===== src/test/program.hex =====
// One 16-bit instruction per word, opcode in the top nibble and operand below.
// Words follow each other in address order from the last @ address.
@000
// Word 0 is passed over by the commit that leaves reset.
0000
// Enable interrupt 0, then LEDs = A5.
1001 3804 10A5 3800
// Wait for the UART, then send 4B.
2803 5008 4005 104B 3802
// Main loop at 00A, DIP switches to RAM, back, then to the LEDs.
2801 3400 2400 3800 400A
@010
// ISR saves acc, waits for the UART, sends 49.
3401 2803 5014 4011 1049 3802
// Clear pending bit 0, restore acc, return.
1001 3805 2401 6000


===== src/verilog/mcuPkg.sv =====
package mcuPkg;

	// Data and address widths.
	typedef logic [15:0] word_t;
	typedef logic [11:0] addr_t;
	typedef logic [7:0] byte_t;

	localparam int MEM_IDX_W = 8;
	typedef logic [MEM_IDX_W-1:0] memIdx_t;

	localparam int NUM_INTS = 2;
	typedef logic [NUM_INTS-1:0] intVec_t;

	// Instruction word is opcode[15:12], operand[11:0].
	typedef enum logic [3:0] {
		NOP  = 4'h0,
		LDI  = 4'h1,
		LD   = 4'h2,
		ST   = 4'h3,
		JMP  = 4'h4,
		JZ   = 4'h5,
		RETI = 4'h6
	} opcode_e;

	typedef enum logic [1:0] {
		PH_FETCH,
		PH_DECODE,
		PH_EXECUTE,
		PH_COMMIT
	} phase_e;

	typedef struct packed {
		addr_t addr;
		word_t wdata;
		logic rd;
		logic wr;
	} busReq_t;

	// Memory map.
	localparam addr_t ROM_BASE = 12'h000;
	localparam addr_t ROM_WORDS = 12'd256;
	localparam addr_t RAM_BASE = 12'h400;
	localparam addr_t RAM_WORDS = 12'd256;
	localparam addr_t IO_LED = 12'h800;
	localparam addr_t IO_DIPSW = 12'h801;
	localparam addr_t IO_UART_DATA = 12'h802;
	localparam addr_t IO_UART_STAT = 12'h803;
	localparam addr_t IO_INT_MASK = 12'h804;
	localparam addr_t IO_INT_PEND = 12'h805;
	localparam addr_t INT_VECTOR = 12'h010;

	// UART timing, 8N1.
	localparam int CLKS_PER_BIT = 8;
	localparam int BAUD_CNT_W = $clog2(CLKS_PER_BIT);
	typedef logic [BAUD_CNT_W-1:0] baudCnt_t;
	localparam int FRAME_BITS = 10;

	localparam string ROM_FILE = "/design/src/test/program.hex";

endpackage


===== src/verilog/cpuSequencer.sv =====
`timescale 1ns/1ps

module cpuSequencer import mcuPkg::*; (
	input  logic CLK,
	input  logic rstN,
	output phase_e phase,
	output logic fetch,
	output logic decode,
	output logic execute,
	output logic commit
);

	phase_e phaseNext;

	always_comb begin
		unique case (phase)
			PH_FETCH: phaseNext = PH_DECODE;
			PH_DECODE: phaseNext = PH_EXECUTE;
			PH_EXECUTE: phaseNext = PH_COMMIT;
			default: phaseNext = PH_FETCH;
		endcase
	end

	// Parked in COMMIT so the first edge out of reset lands on FETCH.
	always_ff @(posedge CLK or negedge rstN) begin
		if (!rstN) begin
			phase <= PH_COMMIT;
		end else begin
			phase <= phaseNext;
		end
	end

	// Strobes track the phase register one for one.
	always_ff @(posedge CLK or negedge rstN) begin
		if (!rstN) begin
			fetch <= 1'b0;
			decode <= 1'b0;
			execute <= 1'b0;
			commit <= 1'b0;
		end else begin
			fetch <= (phaseNext == PH_FETCH);
			decode <= (phaseNext == PH_DECODE);
			execute <= (phaseNext == PH_EXECUTE);
			commit <= (phaseNext == PH_COMMIT);
		end
	end

	strobeOneHot: assert property (
		@(posedge CLK) disable iff (!rstN)
		$past(rstN) |-> $onehot({fetch, decode, execute, commit})
	);

endmodule


===== config.mk =====
export PLATFORM = sky130hd
export DESIGN_NAME = cpuSequencer
export DESIGN_NICKNAME = d
export VERILOG_FILES = /design/src/verilog/mcuPkg.sv /design/src/verilog/cpuSequencer.sv
export SDC_FILE = /design/constraint.sdc
export NUM_CORES = 1
export LEC_CHECK = 0
export BUFFER_PORTS_ARGS = -buffer_cell sky130_fd_sc_hd__buf_2
export CORE_AREA = 3 3 40 42
export CTS_BUF_LIST = sky130_fd_sc_hd__clkbuf_2 sky130_fd_sc_hd__clkbuf_4 sky130_fd_sc_hd__clkbuf_8
export DETAILED_ROUTE_END_ITERATION = 7
export DIE_AREA = 0 0 43 45
export SETUP_SLACK_MARGIN = 0.15
export SLEW_MARGIN = 30
export SYNTH_ARGS = -nofsm -noshare
export SYNTH_HDL_FRONTEND = slang
export SYNTH_SLANG_ARGS = --single-unit

===== constraint.sdc =====
create_clock -name CLK -period 1.2 [get_ports CLK]
set_input_delay 0.06 -clock CLK [delete_from_list [all_inputs] [get_ports CLK]]
set_output_delay 0.06 -clock CLK [all_outputs]
set_load 0.01 [all_outputs]

==> reports/qor.yml <==
status:
  status: "finished, final reports clean"
pwr:
  powerDensity_mw_per_mm2: 1190
  leakagePower_nw: 0.183
  p_switching_w: 0.0000737
  power.share.sequential_pct: 47.4
  power_frac_comb_pct: 1.7
  p_clk_share_pct: 50.9
  internal_power_w: 0.000355
  ir_drop_mv: 0.219
  p_sw_share_pct: 17.2
  fin_total_pwr_w: 0.000429
route:
  wl_per_cell_um: 8.60
  drc: 0
  dr.pass1.iters: 2
  antenna_left: 0
  avgViaCountPerCell: 3.28
  drtIter0Drc: 3
  drt_wl_total_um: 370
  vias: 141
grt:
  first_global_vias: 162
  grt_max_degree: 7
  overflow: 0
  grt_use_total_pct: 5.54
  antenna_found_initial: 0
  grt_pass1_wl_um: 662
place:
  gp_congestion: 0.682
  io_buffers: 7
  dpl_cell_area_um2: 275
setup_path:
  slowest_stage: "dfstp_2"
  crit_path_max_fanout: 3
  slowest_delay_ns: 0.56
  worstSetupStartpointType: "register"
  critPathBufInv: 1
  critical_path_class: "register to register"
  endpoint_kind: "register"
  crit_chain: "inv_4 -> ha_4 -> or2_1"
  cp.arrival_ns: 1.21
  cp_top_family: "flip-flops"
  crit_required_ns: 1.36
clock_tree:
  clock_latency_ns: 0.24
  clk_pin_slew_ns: 0.05
  clk_path_buf_depth: 2
  cts_tree: "built"
  h-tree-depth: 1
  cts.sink_count: 6
  cts-buffers-inserted: 3
  root_buffer: "clkbuf_4"
timing:
  maxSlewHeadroom_pct: 91.5
  period_share_pct: 87.3
  fin_skew_ns: 0.00883
  slew_viol_final: 0
  setup_tns_ns: 0
  rsz0062_at_grt: "true"
  finalHoldViolCount: 0
  clock.fmax_mhz: 954
  finalSetupViolations: 0
  min_period_ns: 1.05
  tightest_slew_ns: 0.127
floorplan:
  core_mm2: 0.00128
  dieArea_mm2: 0.00194
  start_util_pct: 16.8
  die_x_um: 43
  die_y_um: 45
  fp-row-count: 13
  io_pins: 8
synthesis:
  synth_area_um2: 216
  ys_seq_elements: 6
  postSynthCellCount: 13
  avgSynthCellArea_um2: 16.7
  ys_warn_count: 0
  synth_cell_types: 5
  syn_nets: 19
  seq_area_frac_synth_pct: 70.5
run:
  maxCapViolations: 0
min_path:
  hp-class: "input port to asynchronous set/reset pin"
final_layout:
  nFillCells: 132
  design_area_um2: 360
  drive_above_1_share_pct: 71.4
  antennaDiodeCount: 0
  area_delta_synth_final_pct: 66.5
  fin_nets: 35
power groups by stage:
stage,clock network [W],logic (W),registers [W]
floorplan,0,0.0000000000406,0.000206
global placement,0,0.00000467,0.000206
detailed placement,0,0.00000486,0.000206
CTS,0.000226,0.00000744,0.000203
global route,0.000244,0.00000848,0.000203
finish,0.000218,0.00000715,0.000203
final cells by class:
type                    instances  area (um2)  area share, %
clock buffers                   4        30.0           8.33
well taps                      15        18.8           5.21
repair buffers                 11        67.6           18.7
flip-flops and latches          6         153           42.4
inverters                       2        10.0           2.78
multi-input cells               5        81.3           22.6
layout by cell type, fill, tap and decap left out, drive strengths merged:
cell type and n:
buf 10, clkbuf 4, dfrtp 4, ha 4
dfstp 2, inv 2, or2 1, dlygate4sd3 1
worst paths after layout:
| check | start | endpoint | slack (ns) | cells past startpoint |
|---|---|---|---|---|
| setup / recovery | phase[0] | phase[0] | 0.15 | 3 |
| hold / removal | rstN | commit | 0.17 | 2 |
| setup reg to reg | phase[0] | phase[0] | 0.15 | 3 |
| hold reg to reg | phase[1] | fetch | 0.58 | 1 |
| max in group asynchronous | rstN | phase[0] | 0.80 | 2 |
| min in group CLK | phase[1] | fetch | 0.58 | 1 |
sequential cells by signal (all words and copies together), names as in the netlist:
signal	count
fetch	1
commit	1
execute	1
decode	1
phase	2
synthesized netlist by cell type:
master / number / area, um2
or2_1: 1 / 6.26
ha_1: 4 / 50.1
inv_1: 2 / 7.51
dfrtp_1: 4 / 100
dfstp_2: 2 / 52.6
kinds of logic after synthesis:
kind of cell | after synthesis | share of synthesized area (%)
AND/OR/NAND/NOR | 1 | 2.89
adder cells (fa/ha/maj) | 4 | 23.1
buffers and inverters | 2 | 3.47
flip-flops | 6 | 70.5
metal layers:
metal | part of all wire (%) | routed length, um | up-vias | global-route usage (%)
met1 | 32 | 117 | 62 | 4.19
met5 | 0 | 0 | - | 0
met3 | 21 | 76 | 2 | 5.58
met4 | 2.4 | 9 | 0 | 5.42
met2 | 45 | 167 | 10 | 7.78
li1 | - | - | 67 | -
repair_timing:
item                       in CTS  in global routing
hold endpoints to repair        6                  0
resized for setup               2                  1
gates cloned                    0                  0
hold buffers                    1                  0
pin swaps                       0                  2
setup buffers                   3                  0
setup endpoints to repair       1                  1
stage by stage:
| step | setup WS, ns | std cells | util [%] | hold WS (ns) |
|---|---|---|---|---|
| 5_1_grt | 0.123 | 43 | 28.0 | 0.188 |
| 2_1_floorplan | 0.133 | 13 | - | -0.236 |
| 3_3_place_gp | 0.143 | 35 | 21.4 | -0.118 |
| 4_1_cts | 0.150 | 43 | 27.8 | 0.166 |
| 6_report | 0.152 | 43 | 28.0 | 0.170 |
| 3_5_place_dp | 0.129 | 35 | 21.4 | -0.115 |
Note: power is estimated with default switching activity, not from simulation.
