## config.mk

```make
export PLATFORM = sky130hd
export DESIGN_NAME = cpuDatapath
export DESIGN_NICKNAME = d
export VERILOG_FILES = /design/src/verilog/mcuPkg.sv /design/src/verilog/cpuDatapath.sv
export SDC_FILE = /design/constraint.sdc
export NUM_CORES = 1
export LEC_CHECK = 0
export BUFFER_PORTS_ARGS = -buffer_cell sky130_fd_sc_hd__buf_4
export CAP_MARGIN = 30
export CORE_ASPECT_RATIO = 0.9
export CORE_MARGIN = 2
export CORE_UTILIZATION = 50
export CTS_CLUSTER_DIAMETER = 40
export CTS_CLUSTER_SIZE = 24
export DETAILED_ROUTE_END_ITERATION = 10
export HOLD_SLACK_MARGIN = 0.1
export PLACE_DENSITY_LB_ADDON = 0.1
export SETUP_SLACK_MARGIN = 0.02
export SLEW_MARGIN = 20
export SYNTH_ARGS = -nofsm -noshare
export SYNTH_HDL_FRONTEND = slang
export SYNTH_SLANG_ARGS = --single-unit
```

## constraint.sdc

```tcl
create_clock -name CLK -period 2.4 [get_ports CLK]
set_input_delay 0.12 -clock CLK [delete_from_list [all_inputs] [get_ports CLK]]
set_output_delay 0.12 -clock CLK [all_outputs]
set_load 0.01 [all_outputs]
```

## src/test/program.hex

```
// One 16-bit instruction per word, opcode in the top nibble and operand below.
// Words follow each other in address order from the last @ address.
@000
// Word 0 is passed over by the commit that leaves reset.
0000
// Enable interrupt 0, then LEDs = A5.
1001 3804 10A5 3800
// Wait for the UART, then send 4B.
2803 5008 4005 104B 3802
// Main loop at 00A, DIP switches to RAM, back, then to the LEDs.
2801 3400 2400 3800 400A
@010
// ISR saves acc, waits for the UART, sends 49.
3401 2803 5014 4011 1049 3802
// Clear pending bit 0, restore acc, return.
1001 3805 2401 6000

```

## src/verilog/mcuPkg.sv

```systemverilog
package mcuPkg;

	// Data and address widths.
	typedef logic [15:0] word_t;
	typedef logic [11:0] addr_t;
	typedef logic [7:0] byte_t;

	localparam int MEM_IDX_W = 8;
	typedef logic [MEM_IDX_W-1:0] memIdx_t;

	localparam int NUM_INTS = 2;
	typedef logic [NUM_INTS-1:0] intVec_t;

	// Instruction word is opcode[15:12], operand[11:0].
	typedef enum logic [3:0] {
		NOP  = 4'h0,
		LDI  = 4'h1,
		LD   = 4'h2,
		ST   = 4'h3,
		JMP  = 4'h4,
		JZ   = 4'h5,
		RETI = 4'h6
	} opcode_e;

	typedef enum logic [1:0] {
		PH_FETCH,
		PH_DECODE,
		PH_EXECUTE,
		PH_COMMIT
	} phase_e;

	typedef struct packed {
		addr_t addr;
		word_t wdata;
		logic rd;
		logic wr;
	} busReq_t;

	// Memory map.
	localparam addr_t ROM_BASE = 12'h000;
	localparam addr_t ROM_WORDS = 12'd256;
	localparam addr_t RAM_BASE = 12'h400;
	localparam addr_t RAM_WORDS = 12'd256;
	localparam addr_t IO_LED = 12'h800;
	localparam addr_t IO_DIPSW = 12'h801;
	localparam addr_t IO_UART_DATA = 12'h802;
	localparam addr_t IO_UART_STAT = 12'h803;
	localparam addr_t IO_INT_MASK = 12'h804;
	localparam addr_t IO_INT_PEND = 12'h805;
	localparam addr_t INT_VECTOR = 12'h010;

	// UART timing, 8N1.
	localparam int CLKS_PER_BIT = 8;
	localparam int BAUD_CNT_W = $clog2(CLKS_PER_BIT);
	typedef logic [BAUD_CNT_W-1:0] baudCnt_t;
	localparam int FRAME_BITS = 10;

	localparam string ROM_FILE = "/design/src/test/program.hex";

endpackage

```

## src/verilog/cpuDatapath.sv

```systemverilog
`timescale 1ns/1ps

module cpuDatapath import mcuPkg::*; (
	input  logic CLK,
	input  logic rstN,
	input  phase_e phase,
	input  word_t rdata,
	input  logic irq,
	output busReq_t bus
);

	addr_t pc;
	addr_t pcNext;
	addr_t savedPc;
	word_t ir;
	word_t acc;
	logic inService;

	opcode_e opcode;
	addr_t operand;

	assign opcode = opcode_e'(ir[15:12]);
	assign operand = ir[11:0];

	// Bus request.
	always_comb begin
		bus = '0;
		bus.addr = pc;
		bus.wdata = acc;
		unique case (phase)
			PH_FETCH: begin
				bus.rd = 1'b1;
			end
			PH_EXECUTE: begin
				bus.addr = operand;
				bus.rd = (opcode == LD);
				bus.wr = (opcode == ST);
			end
			default: begin
			end
		endcase
	end

	// Next PC before any interrupt entry.
	always_comb begin
		pcNext = addr_t'(pc + 1'b1);
		case (opcode)
			JMP: pcNext = operand;
			JZ: begin
				if (acc == '0) begin
					pcNext = operand;
				end
			end
			RETI: pcNext = savedPc;
			default: begin
			end
		endcase
	end

	// Instruction register.
	always_ff @(posedge CLK or negedge rstN) begin
		if (!rstN) begin
			ir <= {NOP, 12'h000};
		end else if (phase == PH_DECODE) begin
			ir <= rdata;
		end
	end

	always_ff @(posedge CLK or negedge rstN) begin
		if (!rstN) begin
			pc <= ROM_BASE;
			acc <= '0;
			savedPc <= '0;
			inService <= 1'b0;
		end else if (phase == PH_COMMIT) begin
			if (opcode == LD) begin
				acc <= rdata;
			end else if (opcode == LDI) begin
				acc <= word_t'(operand);
			end

			if (opcode == RETI) begin
				inService <= 1'b0;
			end

			// Interrupts are taken only between instructions, never nested.
			if (irq && !inService) begin
				savedPc <= pcNext;
				pc <= INT_VECTOR;
				inService <= 1'b1;
			end else begin
				pc <= pcNext;
			end
		end
	end

	busNoRdWr: assert property (
		@(posedge CLK) disable iff (!rstN)
		!(bus.rd && bus.wr)
	);

endmodule

```

==> flow_metrics.py <==
metrics = {
    "power_and_ir_drop": {
        "combPwrFrac_pct": 30.8,
        "ir_worst_vdd_v": 0.0006605,
        "leakage_uw": 0.001797,
        "powerDensity_nw_per_um2": 980.2,
        "switching_power_uw": 1277,
        "pwr-share-clk_pct": 26.5,
        "seqPwrFrac_pct": 42.7,
        "p_sw_share_pct": 34.17,
        "p_int_uw": 2460,
    },
    "yosys": {
        "netlist_area_um2": 2965,
        "synth_area_per_cell_um2": 10.44,
        "ys_seq_elements": 57,
        "ys.flop_type": "dfrtp_1",
        "yosys-top-cells-count": "57 x dfrtp_1, 42 x nand2_1, 32 x o21ai_0",
        "yosys_warnings": 0,
        "synth_top_area_share_pct": 48.10,
        "syn_inst": 284,
        "ys_top_cells_by_area": "dfrtp_1 48%, mux2_2 11%, mux2i_1 7.4%",
        "synth-seq-area-share_pct": 48.10,
        "synth_edf_count": 0,
        "synthesis.nets": 306,
        "synth_cell_types": 38,
        "yosysTopAreaCell": "dfrtp_1",
        "async_flop_share_pct": 100.0,
        "yosysMostFrequentCell": "dfrtp_1",
    },
    "die": {
        "start_util_pct": 52.09,
        "die_width_um": 85.18,
        "die_y_um": 77.06,
        "dieArea_um2": 6564,
        "fp.coreArea_um2": 5693,
        "io_pins": 51,
        "num_rows": 26,
    },
    "routing": {
        "drt_iter0_drc": 153,
        "wl_per_cell_um": 17.22,
        "vias_per_cell": 5.735,
        "drt-pass1-iter-count": 4,
        "drt-total-wl_um": 7403,
        "drtAntennaViolNets": 0,
        "drc_errors": 0,
        "num_vias": 2466,
    },
    "sta": {
        "rsz0062_at_grt": "no",
        "setup_violations": 0,
        "final_hold_viol_count": 0,
        "max_slew_margin_pct": 51.96,
        "tightest_slew_ns": 0.7205,
        "finalWorstSetupSlack_ns": 0.2620,
        "maxSlewViolCount": 0,
        "max_freq_mhz": 467.7,
        "fin_crit_ns": 2.138,
        "fin_crit_sh_pct": 89.08,
        "finClkSkew_ns": 0.007333,
        "fin_hold_ws_ns": 0.1285,
        "finalSetupTns_ns": 0,
    },
    "critical_path": {
        "crit_end": "pc[10]",
        "path_class": "flip-flop to flip-flop",
        "ff2ff_path_depth": 5,
        "critPathCaptureType": "flip-flop",
        "reg2reg_to": "pc[10]",
        "cp.arrival_ns": 2.35,
        "rrSetupSlack_ns": 0.26,
        "worstPathRequired_ns": 2.61,
        "critPathLaunch": "acc[8]",
        "startpoint_type": "flip-flop",
        "cp_max_fo": 10,
        "reg2reg_from": "acc[8]",
    },
    "layout": {
        "design_area_um2": 3812,
        "fin_nets": 377,
        "syn_to_final_growth_pct": 28.57,
        "fin_util_pct": 66.97,
        "num_antenna_cells": 0,
        "drive_gt1_share_pct": 30.00,
        "fill_cells": 461,
    },
    "place": {
        "place.gp.congestion": 0.8236,
        "place_hpwl_um": 4941,
        "post-place-ws_ns": 0.2907,
        "portBuffers": 50,
        "place_area_um2": 3423,
    },
    "clock_tree": {
        "clk_pin_slew_ns": 0.07,
        "tritoncts": "yes",
        "clockBufferDepth": 2,
        "cts.sinks": 57,
        "numCtsBuffers": 9,
        "cts.htree.levels": 3,
        "cts_root_buf": "clkbuf_8",
        "cts_setup_buffers": 0,
        "clkLatencyLatePin_ns": 0.34,
    },
    "flow_run": {
        "max-cap-violations": 0,
    },
    "global_route": {
        "grt_pass1_vias": 2411,
        "grt_max_degree": 58,
        "antenna_found_initial": 0,
        "grtUsageTotal_pct": 23.90,
        "grt.overflow.total": 0,
        "grt_pass1_wl_um": 12190,
    },
    "worst_hold_path": {
        "min_path_type": "primary input to flip-flop",
    },
    "status": {
        "status": "complete, no violations",
    },
}
[cells in the final DEF, fill, tap and decap left out, drive strengths merged, types with 4 or more instances in the layout]
cell type	n
buf	58
dfrtp	57
nand2	42
o21ai	33
mux2	29
mux2i	22
dlygate4sd3	17
nor2	13
a221oi	9
clkbuf	9
xor2	6
a21oi	6
nor4	6
nand3	5
xnor2	5
nand4	4
a22o	4
clkinv	4
[per-layer routing]
layer | vias to the layer above | routed length, um | share of wire, % | GRT usage, %
met4 | 0 | 85 | 1.1 | 5.714
met1 | 1206 | 3411 | 46 | 33.68
li1 | 1180 | - | - | -
met3 | 9 | 430 | 5.8 | 6.566
met2 | 71 | 3476 | 47 | 36.72
met5 | - | 0 | 0 | 0
[state kept, by name (all words and copies together), names as in the netlist]
register and count:
acc 16, ir 16, savedPc 12, inService 1, pc 12
[critical path: stages (launching register included)]
cell and delay (ns):
dfrtp_1 0.40, nor4_1 0.50, and4_1 0.39, a21oi_2 0.20
a221oi_1 0.37, o21ai_0 0.14
[kinds of logic after synthesis]
logic type / after synthesis / synth area share [%]
multiplexers: 51 / 18.44
buffers and inverters: 16 / 2.320
flip-flops: 57 / 48.10
AO/OA/AOI/OAI: 62 / 13.00
AND/OR/NAND/NOR: 86 / 14.47
XOR/XNOR: 11 / 3.249
adder cells (fa/ha/maj): 1 / 0.4219
[stage by stage]
stage / total power [uW] / instances
3_3_place_gp: 2710 / 397
5_1_grt: 3965 / 430
6_report: 3737 / 430
2_1_floorplan: 2219 / 284
4_1_cts: 3762 / 430
3_5_place_dp: 2742 / 397
[power groups by stage]
stage / logic [uW] / clock network [uW] / registers, uW
4_1_cts: 1160 / 1010 / 1590
5_1_grt: 1280 / 1050 / 1640
3_5_place_dp: 1130 / 0 / 1610
2_1_floorplan: 659 / 0 / 1560
3_3_place_gp: 1110 / 0 / 1600
6_report: 1150 / 991 / 1590
[worst min path at each step]
stage / startpoint / endpoint / slack (ns) / cells past startpoint
6_report: phase[1] / pc[4] / 0.13 / 3
3_3_place_gp: rstN / acc[12] / 0.22 / 1
5_1_grt: phase[1] / pc[4] / 0.18 / 3
4_1_cts: phase[1] / pc[4] / 0.12 / 3
3_5_place_dp: rstN / acc[14] / 0.23 / 1
2_1_floorplan: rstN / acc[0] / -0.18 / 0
[layout make-up]
type,instances,area [um2],area share [%]
clock inverter,7,95.09,2.494
multi-input combinational,211,1470,38.56
sequential,57,1426,37.41
timing repair buffer,75,605.6,15.88
inverter,1,3.754,0.09846
clock buffer,9,123.9,3.249
tap,70,87.58,2.297
[repair_timing]
action | in CTS | in global routing
hold endpoints to repair | 87 | 0
gates resized for setup | 0 | 0
hold buffers | 17 | 0
No activity file was read; power rests on OpenSTA's default activity.
